## src/cpu_pkg.sv

```systemverilog
package cpu_pkg;

  // ------------------------------
  // widths and reset values
  // ------------------------------
  localparam int unsigned WORD_W = 32;
  localparam int unsigned REG_W  = 5;
  localparam logic [WORD_W-1:0] PC_INIT = '0;

  // forwarding mux selects
  localparam logic [1:0] FWD_REG = 2'b00;
  localparam logic [1:0] FWD_MEM = 2'b01;
  localparam logic [1:0] FWD_WB  = 2'b10;

  // ------------------------------
  // instruction encodings
  // ------------------------------
  typedef enum logic [5:0] {
    OP_RTYPE = 6'h00,
    OP_J     = 6'h02,
    OP_BEQ   = 6'h04,
    OP_BNE   = 6'h05,
    OP_ADDIU = 6'h09,
    OP_ORI   = 6'h0D,
    OP_LUI   = 6'h0F,
    OP_LW    = 6'h23,
    OP_SW    = 6'h2B,
    OP_HALT  = 6'h3F
  } opcode_t;

  typedef enum logic [5:0] {
    FN_ADDU = 6'h21,
    FN_SUBU = 6'h23,
    FN_AND  = 6'h24,
    FN_OR   = 6'h25,
    FN_SLT  = 6'h2A
  } funct_t;

  typedef enum logic [2:0] {
    ALU_ADD = 3'd0,
    ALU_SUB = 3'd1,
    ALU_AND = 3'd2,
    ALU_OR  = 3'd3,
    ALU_SLT = 3'd4,
    ALU_LUI = 3'd5
  } aluop_t;

  typedef struct packed {
    opcode_t          opcode;
    logic [REG_W-1:0] rs;
    logic [REG_W-1:0] rt;
    logic [REG_W-1:0] rd;
    logic [4:0]       shamt;
    funct_t           funct;
  } r_fmt_t;

  typedef struct packed {
    opcode_t          opcode;
    logic [REG_W-1:0] rs;
    logic [REG_W-1:0] rt;
    logic [15:0]      imm16;
  } i_fmt_t;

  typedef struct packed {
    opcode_t     opcode;
    logic [25:0] addr26;
  } j_fmt_t;

  // one instruction word, three field layouts
  typedef union packed {
    r_fmt_t r;
    i_fmt_t i;
    j_fmt_t j;
  } instr_u;

  typedef struct packed {
    logic   reg_wr;
    logic   mem_rd;
    logic   mem_wr;
    logic   mem_to_reg;
    logic   alu_src;    // immediate as operand b
    logic   reg_dst;    // rd instead of rt
    logic   ext_signed;
    logic   branch_eq;
    logic   branch_ne;
    logic   jump;
    logic   halt;
    aluop_t alu_op;
  } ctrl_t;

  // ------------------------------
  // pipeline registers
  // ------------------------------
  typedef struct packed {
    logic [WORD_W-1:0] pc_plus4;
    instr_u            instr;
  } if_id_t;

  typedef struct packed {
    ctrl_t             ctrl;
    logic [WORD_W-1:0] pc_plus4;
    logic [WORD_W-1:0] rdat1;
    logic [WORD_W-1:0] rdat2;
    logic [WORD_W-1:0] ext_imm;
    logic [REG_W-1:0]  rs;
    logic [REG_W-1:0]  rt;
    logic [REG_W-1:0]  rd;
    instr_u            instr;
  } id_ex_t;

  typedef struct packed {
    ctrl_t             ctrl;
    logic [WORD_W-1:0] pc_plus4;
    logic [WORD_W-1:0] alu_out;
    logic              zero;
    logic [WORD_W-1:0] store_data;
    logic [REG_W-1:0]  wsel;
    logic [WORD_W-1:0] ext_imm;
    logic [WORD_W-1:0] jaddr;
  } ex_mem_t;

  typedef struct packed {
    ctrl_t             ctrl;
    logic [WORD_W-1:0] alu_out;
    logic [WORD_W-1:0] load_data;
    logic [REG_W-1:0]  wsel;
  } mem_wb_t;

  // wishbone classic
  typedef struct packed {
    logic              cyc;
    logic              stb;
    logic              we;
    logic [WORD_W-1:0] adr;
    logic [WORD_W-1:0] dat;
    logic [3:0]        sel;
  } wb_req_t;

  typedef struct packed {
    logic              ack;
    logic [WORD_W-1:0] dat;
  } wb_rsp_t;

endpackage
```

## src/cpu_top.sv

```systemverilog
module cpu_top
  import cpu_pkg::*;
(
  input  logic    CLK,
  input  logic    nRST,
  output wb_req_t ibus_req,
  input  wb_rsp_t ibus_rsp,
  output wb_req_t dbus_req,
  input  wb_rsp_t dbus_rsp,
  output logic    halt
);

  logic              imem_valid, imem_done;
  logic [WORD_W-1:0] imem_addr, imem_rdata;
  logic              dmem_valid, dmem_we, dmem_done;
  logic [WORD_W-1:0] dmem_addr, dmem_wdata, dmem_rdata;

  datapath datapath_i (
    .CLK        (CLK),
    .nRST       (nRST),
    .imem_done  (imem_done),
    .imem_rdata (imem_rdata),
    .imem_valid (imem_valid),
    .imem_addr  (imem_addr),
    .dmem_done  (dmem_done),
    .dmem_rdata (dmem_rdata),
    .dmem_valid (dmem_valid),
    .dmem_we    (dmem_we),
    .dmem_addr  (dmem_addr),
    .dmem_wdata (dmem_wdata),
    .halt       (halt)
  );

  // instruction side is read only
  wb_mem_port ifetch_port_i (
    .CLK       (CLK),
    .nRST      (nRST),
    .req_valid (imem_valid),
    .req_we    (1'b0),
    .req_addr  (imem_addr),
    .req_wdata ({WORD_W{1'b0}}),
    .done      (imem_done),
    .rdata     (imem_rdata),
    .bus_req   (ibus_req),
    .bus_rsp   (ibus_rsp)
  );

  wb_mem_port data_port_i (
    .CLK       (CLK),
    .nRST      (nRST),
    .req_valid (dmem_valid),
    .req_we    (dmem_we),
    .req_addr  (dmem_addr),
    .req_wdata (dmem_wdata),
    .done      (dmem_done),
    .rdata     (dmem_rdata),
    .bus_req   (dbus_req),
    .bus_rsp   (dbus_rsp)
  );

endmodule

```

## src/datapath.sv

```systemverilog
module datapath
  import cpu_pkg::*;
(
  input  logic              CLK,
  input  logic              nRST,
  input  logic              imem_done,
  input  logic [WORD_W-1:0] imem_rdata,
  output logic              imem_valid,
  output logic [WORD_W-1:0] imem_addr,
  input  logic              dmem_done,
  input  logic [WORD_W-1:0] dmem_rdata,
  output logic              dmem_valid,
  output logic              dmem_we,
  output logic [WORD_W-1:0] dmem_addr,
  output logic [WORD_W-1:0] dmem_wdata,
  output logic              halt
);

  logic [WORD_W-1:0] pc, pc_plus4;
  if_id_t  if_id, if_id_next;
  id_ex_t  id_ex, id_ex_next;
  ex_mem_t ex_mem, ex_mem_next;
  mem_wb_t mem_wb, mem_wb_next;

  logic              imem_got, dmem_got; // done seen while the other port still waits
  logic [WORD_W-1:0] imem_buf, dmem_buf;
  instr_u            fetch_word;
  logic [WORD_W-1:0] load_word;
  logic              dmem_active, advance, halt_q;

  ctrl_t             id_ctrl;
  logic [WORD_W-1:0] id_rdat1, id_rdat2, id_ext_imm;
  logic [WORD_W-1:0] wb_wdat;
  logic [1:0]        sel_a, sel_b;
  logic [WORD_W-1:0] op_a, op_b, alu_b, alu_y;
  logic              alu_zero;
  logic              mem_take;
  logic [WORD_W-1:0] br_target, redirect;
  logic              pc_hold, if_id_hold, id_ex_bubble, flush;

  // ------------------------------
  // bus handshake and stall
  // ------------------------------
  assign dmem_active = ex_mem.ctrl.mem_rd || ex_mem.ctrl.mem_wr;
  assign advance = (imem_done || imem_got) && !halt &&
                   (!dmem_active || dmem_done || dmem_got);

  assign imem_valid = !halt && !imem_got;
  assign imem_addr  = pc;
  assign dmem_valid = dmem_active && !dmem_got && !halt;
  assign dmem_we    = ex_mem.ctrl.mem_wr;
  assign dmem_addr  = ex_mem.alu_out;
  assign dmem_wdata = ex_mem.store_data;

  always_ff @(posedge CLK or negedge nRST) begin
    if (!nRST) begin
      imem_got <= 1'b0;
      dmem_got <= 1'b0;
    end else if (advance) begin
      imem_got <= 1'b0;
      dmem_got <= 1'b0;
    end else begin
      if (imem_done) imem_got <= 1'b1;
      if (dmem_done) dmem_got <= 1'b1;
    end
  end

  always_ff @(posedge CLK) begin
    if (imem_done) imem_buf <= imem_rdata;
    if (dmem_done) dmem_buf <= dmem_rdata;
  end

  assign fetch_word = imem_got ? imem_buf : imem_rdata;
  assign load_word  = dmem_got ? dmem_buf : dmem_rdata;

  // fetch
  assign pc_plus4 = pc + WORD_W'(4);
  assign if_id_next.pc_plus4 = pc_plus4;
  assign if_id_next.instr    = fetch_word;

  // ------------------------------
  // decode
  // ------------------------------
  control_unit control_unit_i (.instr(if_id.instr), .ctrl(id_ctrl));

  register_file register_file_i (
    .CLK   (CLK),
    .nRST  (nRST),
    .we    (mem_wb.ctrl.reg_wr),
    .wsel  (mem_wb.wsel),
    .rsel1 (if_id.instr.i.rs),
    .rsel2 (if_id.instr.i.rt),
    .wdat  (wb_wdat),
    .rdat1 (id_rdat1),
    .rdat2 (id_rdat2)
  );

  assign id_ext_imm = id_ctrl.ext_signed ?
                      {{16{if_id.instr.i.imm16[15]}}, if_id.instr.i.imm16} :
                      {16'h0000, if_id.instr.i.imm16};

  always_comb begin
    id_ex_next.ctrl     = id_ctrl;
    id_ex_next.pc_plus4 = if_id.pc_plus4;
    id_ex_next.rdat1    = id_rdat1;
    id_ex_next.rdat2    = id_rdat2;
    id_ex_next.ext_imm  = id_ext_imm;
    id_ex_next.rs       = if_id.instr.i.rs;
    id_ex_next.rt       = if_id.instr.i.rt;
    id_ex_next.rd       = if_id.instr.r.rd;
    id_ex_next.instr    = if_id.instr;
  end

  hazard_unit hazard_unit_i (
    .id_rs        (if_id.instr.i.rs),
    .id_rt        (if_id.instr.i.rt),
    .ex_rt        (id_ex.rt),
    .ex_mem_rd    (id_ex.ctrl.mem_rd),
    .mem_take     (mem_take),
    .pc_hold      (pc_hold),
    .if_id_hold   (if_id_hold),
    .id_ex_bubble (id_ex_bubble),
    .flush        (flush)
  );

  // execute
  forwarding_unit forwarding_unit_i (
    .ex_rs      (id_ex.rs),
    .ex_rt      (id_ex.rt),
    .mem_wsel   (ex_mem.wsel),
    .wb_wsel    (mem_wb.wsel),
    .mem_reg_wr (ex_mem.ctrl.reg_wr),
    .wb_reg_wr  (mem_wb.ctrl.reg_wr),
    .sel_a      (sel_a),
    .sel_b      (sel_b)
  );

  always_comb begin
    case (sel_a)
      FWD_MEM: op_a = ex_mem.alu_out;
      FWD_WB:  op_a = wb_wdat;
      default: op_a = id_ex.rdat1;
    endcase
    case (sel_b)
      FWD_MEM: op_b = ex_mem.alu_out;
      FWD_WB:  op_b = wb_wdat;
      default: op_b = id_ex.rdat2;
    endcase
  end

  assign alu_b = id_ex.ctrl.alu_src ? id_ex.ext_imm : op_b;

  alu alu_i (.a(op_a), .b(alu_b), .op(id_ex.ctrl.alu_op), .y(alu_y), .zero(alu_zero));

  always_comb begin
    ex_mem_next.ctrl       = id_ex.ctrl;
    ex_mem_next.pc_plus4   = id_ex.pc_plus4;
    ex_mem_next.alu_out    = alu_y;
    ex_mem_next.zero       = alu_zero;
    ex_mem_next.store_data = op_b; // forwarded rt for sw
    ex_mem_next.wsel       = id_ex.ctrl.reg_dst ? id_ex.rd : id_ex.rt;
    ex_mem_next.ext_imm    = id_ex.ext_imm;
    ex_mem_next.jaddr      = {id_ex.pc_plus4[WORD_W-1:28], id_ex.instr.j.addr26, 2'b00};
  end

  // memory stage resolves control flow
  assign mem_take = ex_mem.ctrl.jump ||
                    (ex_mem.ctrl.branch_eq && ex_mem.zero) ||
                    (ex_mem.ctrl.branch_ne && !ex_mem.zero);
  assign br_target = ex_mem.pc_plus4 + {ex_mem.ext_imm[WORD_W-3:0], 2'b00};
  assign redirect  = ex_mem.ctrl.jump ? ex_mem.jaddr : br_target;

  always_comb begin
    mem_wb_next.ctrl      = ex_mem.ctrl;
    mem_wb_next.alu_out   = ex_mem.alu_out;
    mem_wb_next.load_data = load_word;
    mem_wb_next.wsel      = ex_mem.wsel;
  end

  assign wb_wdat = mem_wb.ctrl.mem_to_reg ? mem_wb.load_data : mem_wb.alu_out;

  // ------------------------------
  // pc and stage registers
  // ------------------------------
  always_ff @(posedge CLK or negedge nRST) begin
    if (!nRST) begin
      pc     <= PC_INIT;
      if_id  <= '0;
      id_ex  <= '0;
      ex_mem <= '0;
      mem_wb <= '0;
    end else if (advance) begin
      mem_wb <= mem_wb_next;
      if (flush) begin
        pc     <= redirect;
        if_id  <= '0;
        id_ex  <= '0;
        ex_mem <= '0;
      end else begin
        if (!pc_hold) pc <= pc_plus4;
        if (!if_id_hold) if_id <= if_id_next;
        id_ex  <= id_ex_bubble ? '0 : id_ex_next;
        ex_mem <= ex_mem_next;
      end
    end
  end

  always_ff @(posedge CLK or negedge nRST) begin
    if (!nRST) begin
      halt_q <= 1'b0;
    end else if (mem_wb.ctrl.halt) begin
      halt_q <= 1'b1; // sticky until reset
    end
  end

  assign halt = halt_q || mem_wb.ctrl.halt;

endmodule

```

## src/wb_mem_port.sv

```systemverilog
module wb_mem_port
  import cpu_pkg::*;
(
  input  logic              CLK,
  input  logic              nRST,
  input  logic              req_valid,
  input  logic              req_we,
  input  logic [WORD_W-1:0] req_addr,
  input  logic [WORD_W-1:0] req_wdata,
  output logic              done,
  output logic [WORD_W-1:0] rdata,
  output wb_req_t           bus_req,
  input  wb_rsp_t           bus_rsp
);

  logic              busy; // 0 idle, 1 waiting for ack
  logic              we_q;
  logic [WORD_W-1:0] adr_q;
  logic [WORD_W-1:0] dat_q;

  always_ff @(posedge CLK or negedge nRST) begin
    if (!nRST) begin
      busy <= 1'b0;
      we_q <= 1'b0;
    end else if (busy) begin
      if (bus_rsp.ack) begin
        busy <= 1'b0; // stb drops after the ack cycle
      end
    end else if (req_valid) begin
      busy <= 1'b1;
      we_q <= req_we;
    end
  end

  // request captured at launch, held until ack
  always_ff @(posedge CLK) begin
    if (!busy && req_valid) begin
      adr_q <= req_addr;
      dat_q <= req_wdata;
    end
  end

  assign bus_req.cyc = busy;
  assign bus_req.stb = busy;
  assign bus_req.we  = we_q;
  assign bus_req.adr = adr_q;
  assign bus_req.dat = dat_q;
  assign bus_req.sel = '1;

  assign done  = busy && bus_rsp.ack;
  assign rdata = bus_rsp.dat;

  a_req_stable: assert property (@(posedge CLK) disable iff (!nRST)
    (bus_req.stb && !bus_rsp.ack) |=>
      ($stable(bus_req.adr) && $stable(bus_req.dat) && $stable(bus_req.we)));

  a_ack_needs_stb: assert property (@(posedge CLK) disable iff (!nRST)
    bus_rsp.ack |-> bus_req.stb);

endmodule

```

## src/hazard_unit.sv

```systemverilog
module hazard_unit
  import cpu_pkg::*;
(
  input  logic [REG_W-1:0] id_rs,
  input  logic [REG_W-1:0] id_rt,
  input  logic [REG_W-1:0] ex_rt,
  input  logic             ex_mem_rd,  // load sitting in execute
  input  logic             mem_take,   // redirect from memory stage
  output logic             pc_hold,
  output logic             if_id_hold,
  output logic             id_ex_bubble,
  output logic             flush
);

  logic load_use;

  // the load writes rt and decode may read it as rs or rt
  assign load_use = ex_mem_rd && (ex_rt != '0) &&
                    ((ex_rt == id_rs) || (ex_rt == id_rt));

  // a redirect discards the dependent instruction anyway
  assign pc_hold      = load_use && !mem_take;
  assign if_id_hold   = load_use && !mem_take;
  assign id_ex_bubble = load_use && !mem_take;
  assign flush        = mem_take;

endmodule

```

## src/forwarding_unit.sv

```systemverilog
module forwarding_unit
  import cpu_pkg::*;
(
  input  logic [REG_W-1:0] ex_rs,
  input  logic [REG_W-1:0] ex_rt,
  input  logic [REG_W-1:0] mem_wsel,
  input  logic [REG_W-1:0] wb_wsel,
  input  logic             mem_reg_wr,
  input  logic             wb_reg_wr,
  output logic [1:0]       sel_a,
  output logic [1:0]       sel_b
);

  // memory stage is younger so it wins
  function automatic logic [1:0] pick(input logic [REG_W-1:0] src);
    logic [1:0] sel;
    sel = FWD_REG;
    if (src != '0) begin
      if (mem_reg_wr && mem_wsel == src) begin
        sel = FWD_MEM;
      end else if (wb_reg_wr && wb_wsel == src) begin
        sel = FWD_WB;
      end
    end
    return sel;
  endfunction

  assign sel_a = pick(ex_rs);
  assign sel_b = pick(ex_rt);

endmodule

```

## src/control_unit.sv

```systemverilog
module control_unit
  import cpu_pkg::*;
(
  input  instr_u instr,
  output ctrl_t  ctrl
);

  always_comb begin
    ctrl = '0; // unknown codes fall through as nop
    case (instr.r.opcode)
      OP_RTYPE: begin
        ctrl.reg_wr  = 1'b1;
        ctrl.reg_dst = 1'b1;
        case (instr.r.funct)
          FN_ADDU: ctrl.alu_op = ALU_ADD;
          FN_SUBU: ctrl.alu_op = ALU_SUB;
          FN_AND:  ctrl.alu_op = ALU_AND;
          FN_OR:   ctrl.alu_op = ALU_OR;
          FN_SLT:  ctrl.alu_op = ALU_SLT;
          default: ctrl = '0;
        endcase
      end
      OP_ADDIU: begin
        ctrl.reg_wr     = 1'b1;
        ctrl.alu_src    = 1'b1;
        ctrl.ext_signed = 1'b1;
        ctrl.alu_op     = ALU_ADD;
      end
      OP_ORI: begin
        ctrl.reg_wr  = 1'b1;
        ctrl.alu_src = 1'b1;
        ctrl.alu_op  = ALU_OR; // zero extended
      end
      OP_LUI: begin
        ctrl.reg_wr  = 1'b1;
        ctrl.alu_src = 1'b1;
        ctrl.alu_op  = ALU_LUI;
      end
      OP_LW: begin
        ctrl.reg_wr     = 1'b1;
        ctrl.mem_rd     = 1'b1;
        ctrl.mem_to_reg = 1'b1;
        ctrl.alu_src    = 1'b1;
        ctrl.ext_signed = 1'b1;
        ctrl.alu_op     = ALU_ADD;
      end
      OP_SW: begin
        ctrl.mem_wr     = 1'b1;
        ctrl.alu_src    = 1'b1;
        ctrl.ext_signed = 1'b1;
        ctrl.alu_op     = ALU_ADD;
      end
      OP_BEQ, OP_BNE: begin
        ctrl.branch_eq  = (instr.r.opcode == OP_BEQ);
        ctrl.branch_ne  = (instr.r.opcode == OP_BNE);
        ctrl.ext_signed = 1'b1;
        ctrl.alu_op     = ALU_SUB; // zero flag compares rs and rt
      end
      OP_J:    ctrl.jump = 1'b1;
      OP_HALT: ctrl.halt = 1'b1;
      default: ctrl = '0;
    endcase
  end

endmodule

```

## src/register_file.sv

```systemverilog
module register_file
  import cpu_pkg::*;
(
  input  logic              CLK,
  input  logic              nRST,
  input  logic              we,
  input  logic [REG_W-1:0]  wsel,
  input  logic [REG_W-1:0]  rsel1,
  input  logic [REG_W-1:0]  rsel2,
  input  logic [WORD_W-1:0] wdat,
  output logic [WORD_W-1:0] rdat1,
  output logic [WORD_W-1:0] rdat2
);

  logic [WORD_W-1:0] regs [0:2**REG_W-1]; // r0 never written

  // falling edge write so decode sees the new value in the same cycle
  always_ff @(negedge CLK or negedge nRST) begin
    if (!nRST) begin
      for (int k = 0; k < 2**REG_W; k++) begin
        regs[k] <= '0;
      end
    end else if (we && wsel != '0) begin
      regs[wsel] <= wdat;
    end
  end

  assign rdat1 = regs[rsel1];
  assign rdat2 = regs[rsel2];

  a_r0_zero: assert property (@(posedge CLK) disable iff (!nRST)
    (rsel1 == '0) |-> (rdat1 == '0));

endmodule

```

## src/alu.sv

```systemverilog
module alu
  import cpu_pkg::*;
(
  input  logic [WORD_W-1:0] a,
  input  logic [WORD_W-1:0] b,
  input  aluop_t            op,
  output logic [WORD_W-1:0] y,
  output logic              zero
);

  always_comb begin
    case (op)
      ALU_ADD: y = a + b;
      ALU_SUB: y = a - b;
      ALU_AND: y = a & b;
      ALU_OR:  y = a | b;
      ALU_SLT: begin
        // signed compare
        y = ($signed(a) < $signed(b)) ? WORD_W'(1) : '0;
      end
      ALU_LUI: y = {b[15:0], 16'h0000}; // immediate into upper half
      default: y = '0;
    endcase
  end

  assign zero = (y == '0); // beq/bne decision

endmodule

```

## config.mk

```make
export PLATFORM = sky130hd
export DESIGN_NAME = cpu_top
export DESIGN_NICKNAME = d
export VERILOG_FILES = /design/src/cpu_pkg.sv /design/src/cpu_top.sv /design/src/datapath.sv /design/src/wb_mem_port.sv /design/src/hazard_unit.sv /design/src/forwarding_unit.sv /design/src/control_unit.sv /design/src/register_file.sv /design/src/alu.sv
export SDC_FILE = /design/constraint.sdc
export NUM_CORES = 2
export LEC_CHECK = 0
export BUFFER_PORTS_ARGS = -buffer_cell sky130_fd_sc_hd__clkbuf_2
export CORE_MARGIN = 2
export CORE_UTILIZATION = 50
export DETAILED_ROUTE_END_ITERATION = 7
export MAX_ROUTING_LAYER = met4
export PLACE_DENSITY_LB_ADDON = 0.1
export SYNTH_ARGS = -nofsm -noshare
export SYNTH_HDL_FRONTEND = slang
export SYNTH_SLANG_ARGS = --single-unit
export TNS_END_PERCENT = 20
```

## constraint.sdc

```tcl
create_clock -name CLK -period 11.6 [get_ports CLK]
set_input_delay 1.74 -clock CLK [delete_from_list [all_inputs] [get_ports CLK]]
set_output_delay 1.74 -clock CLK [all_outputs]
set_load 0.02 [all_outputs]
```

Word level (Yosys, flattened, before mapping). Cells that the tools add are included.

Word-level logic and storage cells: 239. Bits in registers: 1713. Output and inout bits: 143.

Add/sub/neg operators: 4. Reductions and logical operators: 51. Equal/unequal tests: 30. Muxes and demuxes: 56. Order comparisons: 5. Bitwise gates (word level): 6.

Operators with widths (count): 1024-bit bitwise mux (1); 32-bit 2-to-1 mux (13); 189-bit 2-to-1 mux (2); 32-bit binary-select mux with 5-bit select (2); 32-bit case mux with 6 select lines (1); 180-bit 2-to-1 mux (1); 32-bit demux with 5-bit select (1); 64-bit 2-to-1 mux (2); 32-bit case mux with 2 select lines (2); 32-bit adder (2); 6-bit equality test, second input constant (8); 32-bit by 3-bit adder with 32-bit output, second input constant (1); 32-bit AND (1); 32-bit zero test (1); 32-bit less-than comparator (1); 32-bit OR (1); 32-bit subtractor (1); 5-bit equality test (6); 3-bit case mux with 4 select lines (2); 1-bit logical AND (20); 6-bit by 4-bit equality test with 1-bit output, second input constant (3); 6-bit greater-or-equal comparator, second input constant (3); 5-bit NOT with 6-bit output (3); 1-bit case mux with 2 select lines (8); other kinds (25) (66).

Logic depth before layout (Yosys ltp).
Depth in word-level cells: 13. Gate-level depth with buffers: 29. Depth with buffers taken out: 27.

Hierarchy. A second synthesis with hierarchy kept.

Cell total of the unflattened synthesis: 8471. Area total of the unflattened synthesis: 91430.2 sq um.

Modules (own cells, without submodules): register_file (area an instance 55942.4 sq um, instances 1, sequential area each 25624.6 sq um, cells an instance 4601); datapath (area an instance 24602.3 sq um, instances 1, sequential area each 13032.5 sq um, cells an instance 2711); alu (area an instance 5484.0 sq um, instances 1, sequential area each 0.0 sq um, cells an instance 824); wb_mem_port (area an instance 2317.2 sq um, instances 2, sequential area each 1971.9 sq um, cells an instance 111); control_unit (area an instance 339.1 sq um, instances 1, sequential area each 0.0 sq um, cells an instance 55); forwarding_unit (area an instance 270.3 sq um, instances 1, sequential area each 0.0 sq um, cells an instance 36); hazard_unit (area an instance 153.9 sq um, instances 1, sequential area each 0.0 sq um, cells an instance 21); cpu_top (area an instance 3.8 sq um, instances 1, sequential area each 0.0 sq um, cells an instance 1).

==> flow_summary.ini <==
[placed_design]
dpl.hpwl_um = 162500
port_buffers = 169
place.gp.congestion = 0.9744

[sta]
drv_slew = 0
hold_viol_final = 0
rsz0062_at_grt = no
finalClockSkew_ns = 0.1131
slew_headroom_pct = 19.90
tightest_slew_ns = 1.176
tns_ns = 0
finalSetupViolations = 0

[run]
maxCapViolCount = 0

[logic_synthesis]
synth-seq-cells = 1629
synth_flop_cell = dfrtn_1
syn-instance-count = 7557
synth_warnings = 0
synth_edf_count = 160
ys_types = 92
yosysSeqAreaShare_pct = 49.77
syn_avg_cell_area_um2 = 11.05
async_reset_ff_share_pct = 90.18
syn-cell-area_um2 = 83520

[worst_setup_path]
arrival_ns = 3.58
cp_slowest_cell = buf_4
cp_cell_sequence = or3b_2 -> nor2_4 -> buf_4 -> a21oi_1
required_ns = 6.36
critPathMaxStageDelay_ns = 0.73
endpoint_kind = flop
timing_worst_setup_path_type = flop to flop
crit_path_start_kind = flop
critical_path_peak_fanout = 46

[detailed_routing]
totalWireLength_um = 257000
wl_per_cell_um = 26.53
first_iter_violations = 6178
drcViolationCount = 0
final_antenna_net_count = 0
vias_per_cell = 6.201
firstDrtPassIters = 6
vias = 60063

[floorplanning]
die_y_um = 412.7
fp.dieW_um = 412.7
core_area_um2 = 165400
ios = 211
dieArea_um2 = 170300
rows = 149
initial_core_util_pct = 50.51

[pwr]
seqPwrFrac_pct = 35.9
ir_drop_mv = 0.2264
p_switching_mw = 9.083
leakagePower_nw = 39.34
p_int_mw = 13.40
comb_power_share_pct = 38.1
swShare_pct = 40.40
power_frac_clock_pct = 25.9
power_density_nw_per_um2 = 244.3
power_mw = 22.48

[clocking]
clock_latency_ns = 0.85
cts_made_buffers = 177
clk_path_buf_depth = 3
cts_setup_buffers = 0
cts_tree = yes
htreeDepth = 4
cts_hold_buf = 0
cts_resized = 0
clock-sinks = 1629
clk_pin_slew_ns = 0.06
clock-root-buffer = clkbuf_16

[cells_and_area]
areaGrowthSynthToFinish_pct = 10.18
final_common_cell = nand2_1
fillers = 14100
drive_above_1_share_pct = 18.73
fin_nets = 7547
layout_common_cells = nand2_1, dfrtn_1, o21ai_0
multi_input_area_um2 = 39130
seqCellArea_um2 = 41600

[min_path]
hp-class = flop to flop

[grt]
antenna_found_initial = 17
grt-ovfl-total = 0
grt_pass1_vias = 59183
grt_pass1_wl_um = 388800
grt_max_degree = 175
grtUsageTotal_pct = 31.49

[run_status]
status = complete, no violations
## path summary, 6_finish.rpt
| path | startpoint | endpoint | slack [ns] | cells past startpoint |
|---|---|---|---|---|
| worst max-delay path | datapath_i.mem_wb[0] | datapath_i.register_file_i.regs[372] | 2.78 | 4 |
| worst min-delay path | datapath_i.register_file_i.regs[1023] | datapath_i.register_file_i.regs[1023] | 0.34 | 0 |
| worst max register to register | datapath_i.mem_wb[0] | datapath_i.register_file_i.regs[372] | 2.78 | 4 |
| worst min register to register | datapath_i.register_file_i.regs[1023] | datapath_i.register_file_i.regs[1023] | 0.34 | 0 |
| max in group asynchronous | nRST | datapath_i.register_file_i.regs[462] | 3.53 | 2 |
| min in group asynchronous | nRST | datapath_i.mem_wb[6] | 0.82 | 1 |
## registers in the layout, summed over array words and instances (netlist names), 64 cells and up
name / count
datapath_i.ex_mem: 71
datapath_i.ex_mem_next: 71
datapath_i.id_ex: 64
datapath_i.id_ex_next: 64
datapath_i.mem_wb: 72
datapath_i.register_file_i.regs: 1024
## cell type report
| cell class | instances | share of cell area [%] |
|---|---|---|
| Antenna cell | 7 | 0.01904 |
| Sequential cell | 1629 | 45.21 |
| Clock inverter | 71 | 0.9640 |
| Multi-Input combinational cell | 5115 | 42.52 |
| Timing Repair Buffer | 303 | 2.219 |
| Tap cell | 2189 | 2.976 |
| Inverter | 115 | 0.4691 |
| Clock buffer | 257 | 5.621 |
## stage by stage
step                      utilization [%]  instance area (µm²)  std cells  setup WS [ns]  hold WS [ns]
final                               55.65                92020       9686          2.778        0.3394
after detailed placement            51.97                85940       9351          2.806        0.3425
after CTS                           55.64                92000       9679          2.807        0.3424
after floorplan                         -                83670       7596          3.443        0.4019
after global placement              51.97                85940       9351          2.818        0.3357
after global routing                55.65                92020       9684          2.662        0.3537
## cells by family (layout without fill, tap and decap cells)
kind of cell	Yosys count	count (layout)	synth area share (%)
buffers and inverters	852	746	4.082
and+or+nand+nor	2082	2082	10.13
xor gates and xnor gates	105	105	1.101
AOI/OAI and AO/OA	1893	1893	12.89
adders and majority gates	138	138	2.094
muxes	856	856	19.92
other	2	48	0.008992
DFF	1629	1629	49.77
## worst max-delay path, delay by kind of cell (launching register included)
| kind | cells | cell delay, ns |
|---|---|---|
| and+or+nand+nor | 2 | 1.28 |
| buffers and inverters | 1 | 0.73 |
| DFF | 1 | 0.50 |
| AOI/OAI and AO/OA | 1 | 0.18 |
## synthesized netlist by cell type (all sizes together) (105+ instances only)
master	instances	area share, %
o21ai	793	4.8
clkbuf	595	2.7
mux4	641	17
dfrtp	445	13
mux2i	173	2.1
dfrtn	1024	31
nand3	105	0.63
inv	114	0.51
ha	135	2.0
edfxtp	160	5.8
nand2	1070	4.8
nor2	713	3.2
a21oi	681	4.1
buf	142	0.89
## per-layer routing
layer | GRT usage, % | share of wire [%]
met5 | - | 0
met4 | 10.31 | 3.4
met3 | 3.848 | 6.4
met2 | 47.37 | 46
met1 | 44.86 | 44
## power by group through the flow
stage	clock network [mW]	registers, mW	logic, mW
CTS	5.92	8.08	8.54
floorplan	0	7.53	6.18
detailed placement	0	8.16	8.51
global route	6.16	8.22	9.19
global placement	0	8.12	8.47
finish	5.83	8.08	8.57
No activity file was read; power rests on OpenSTA's default activity.
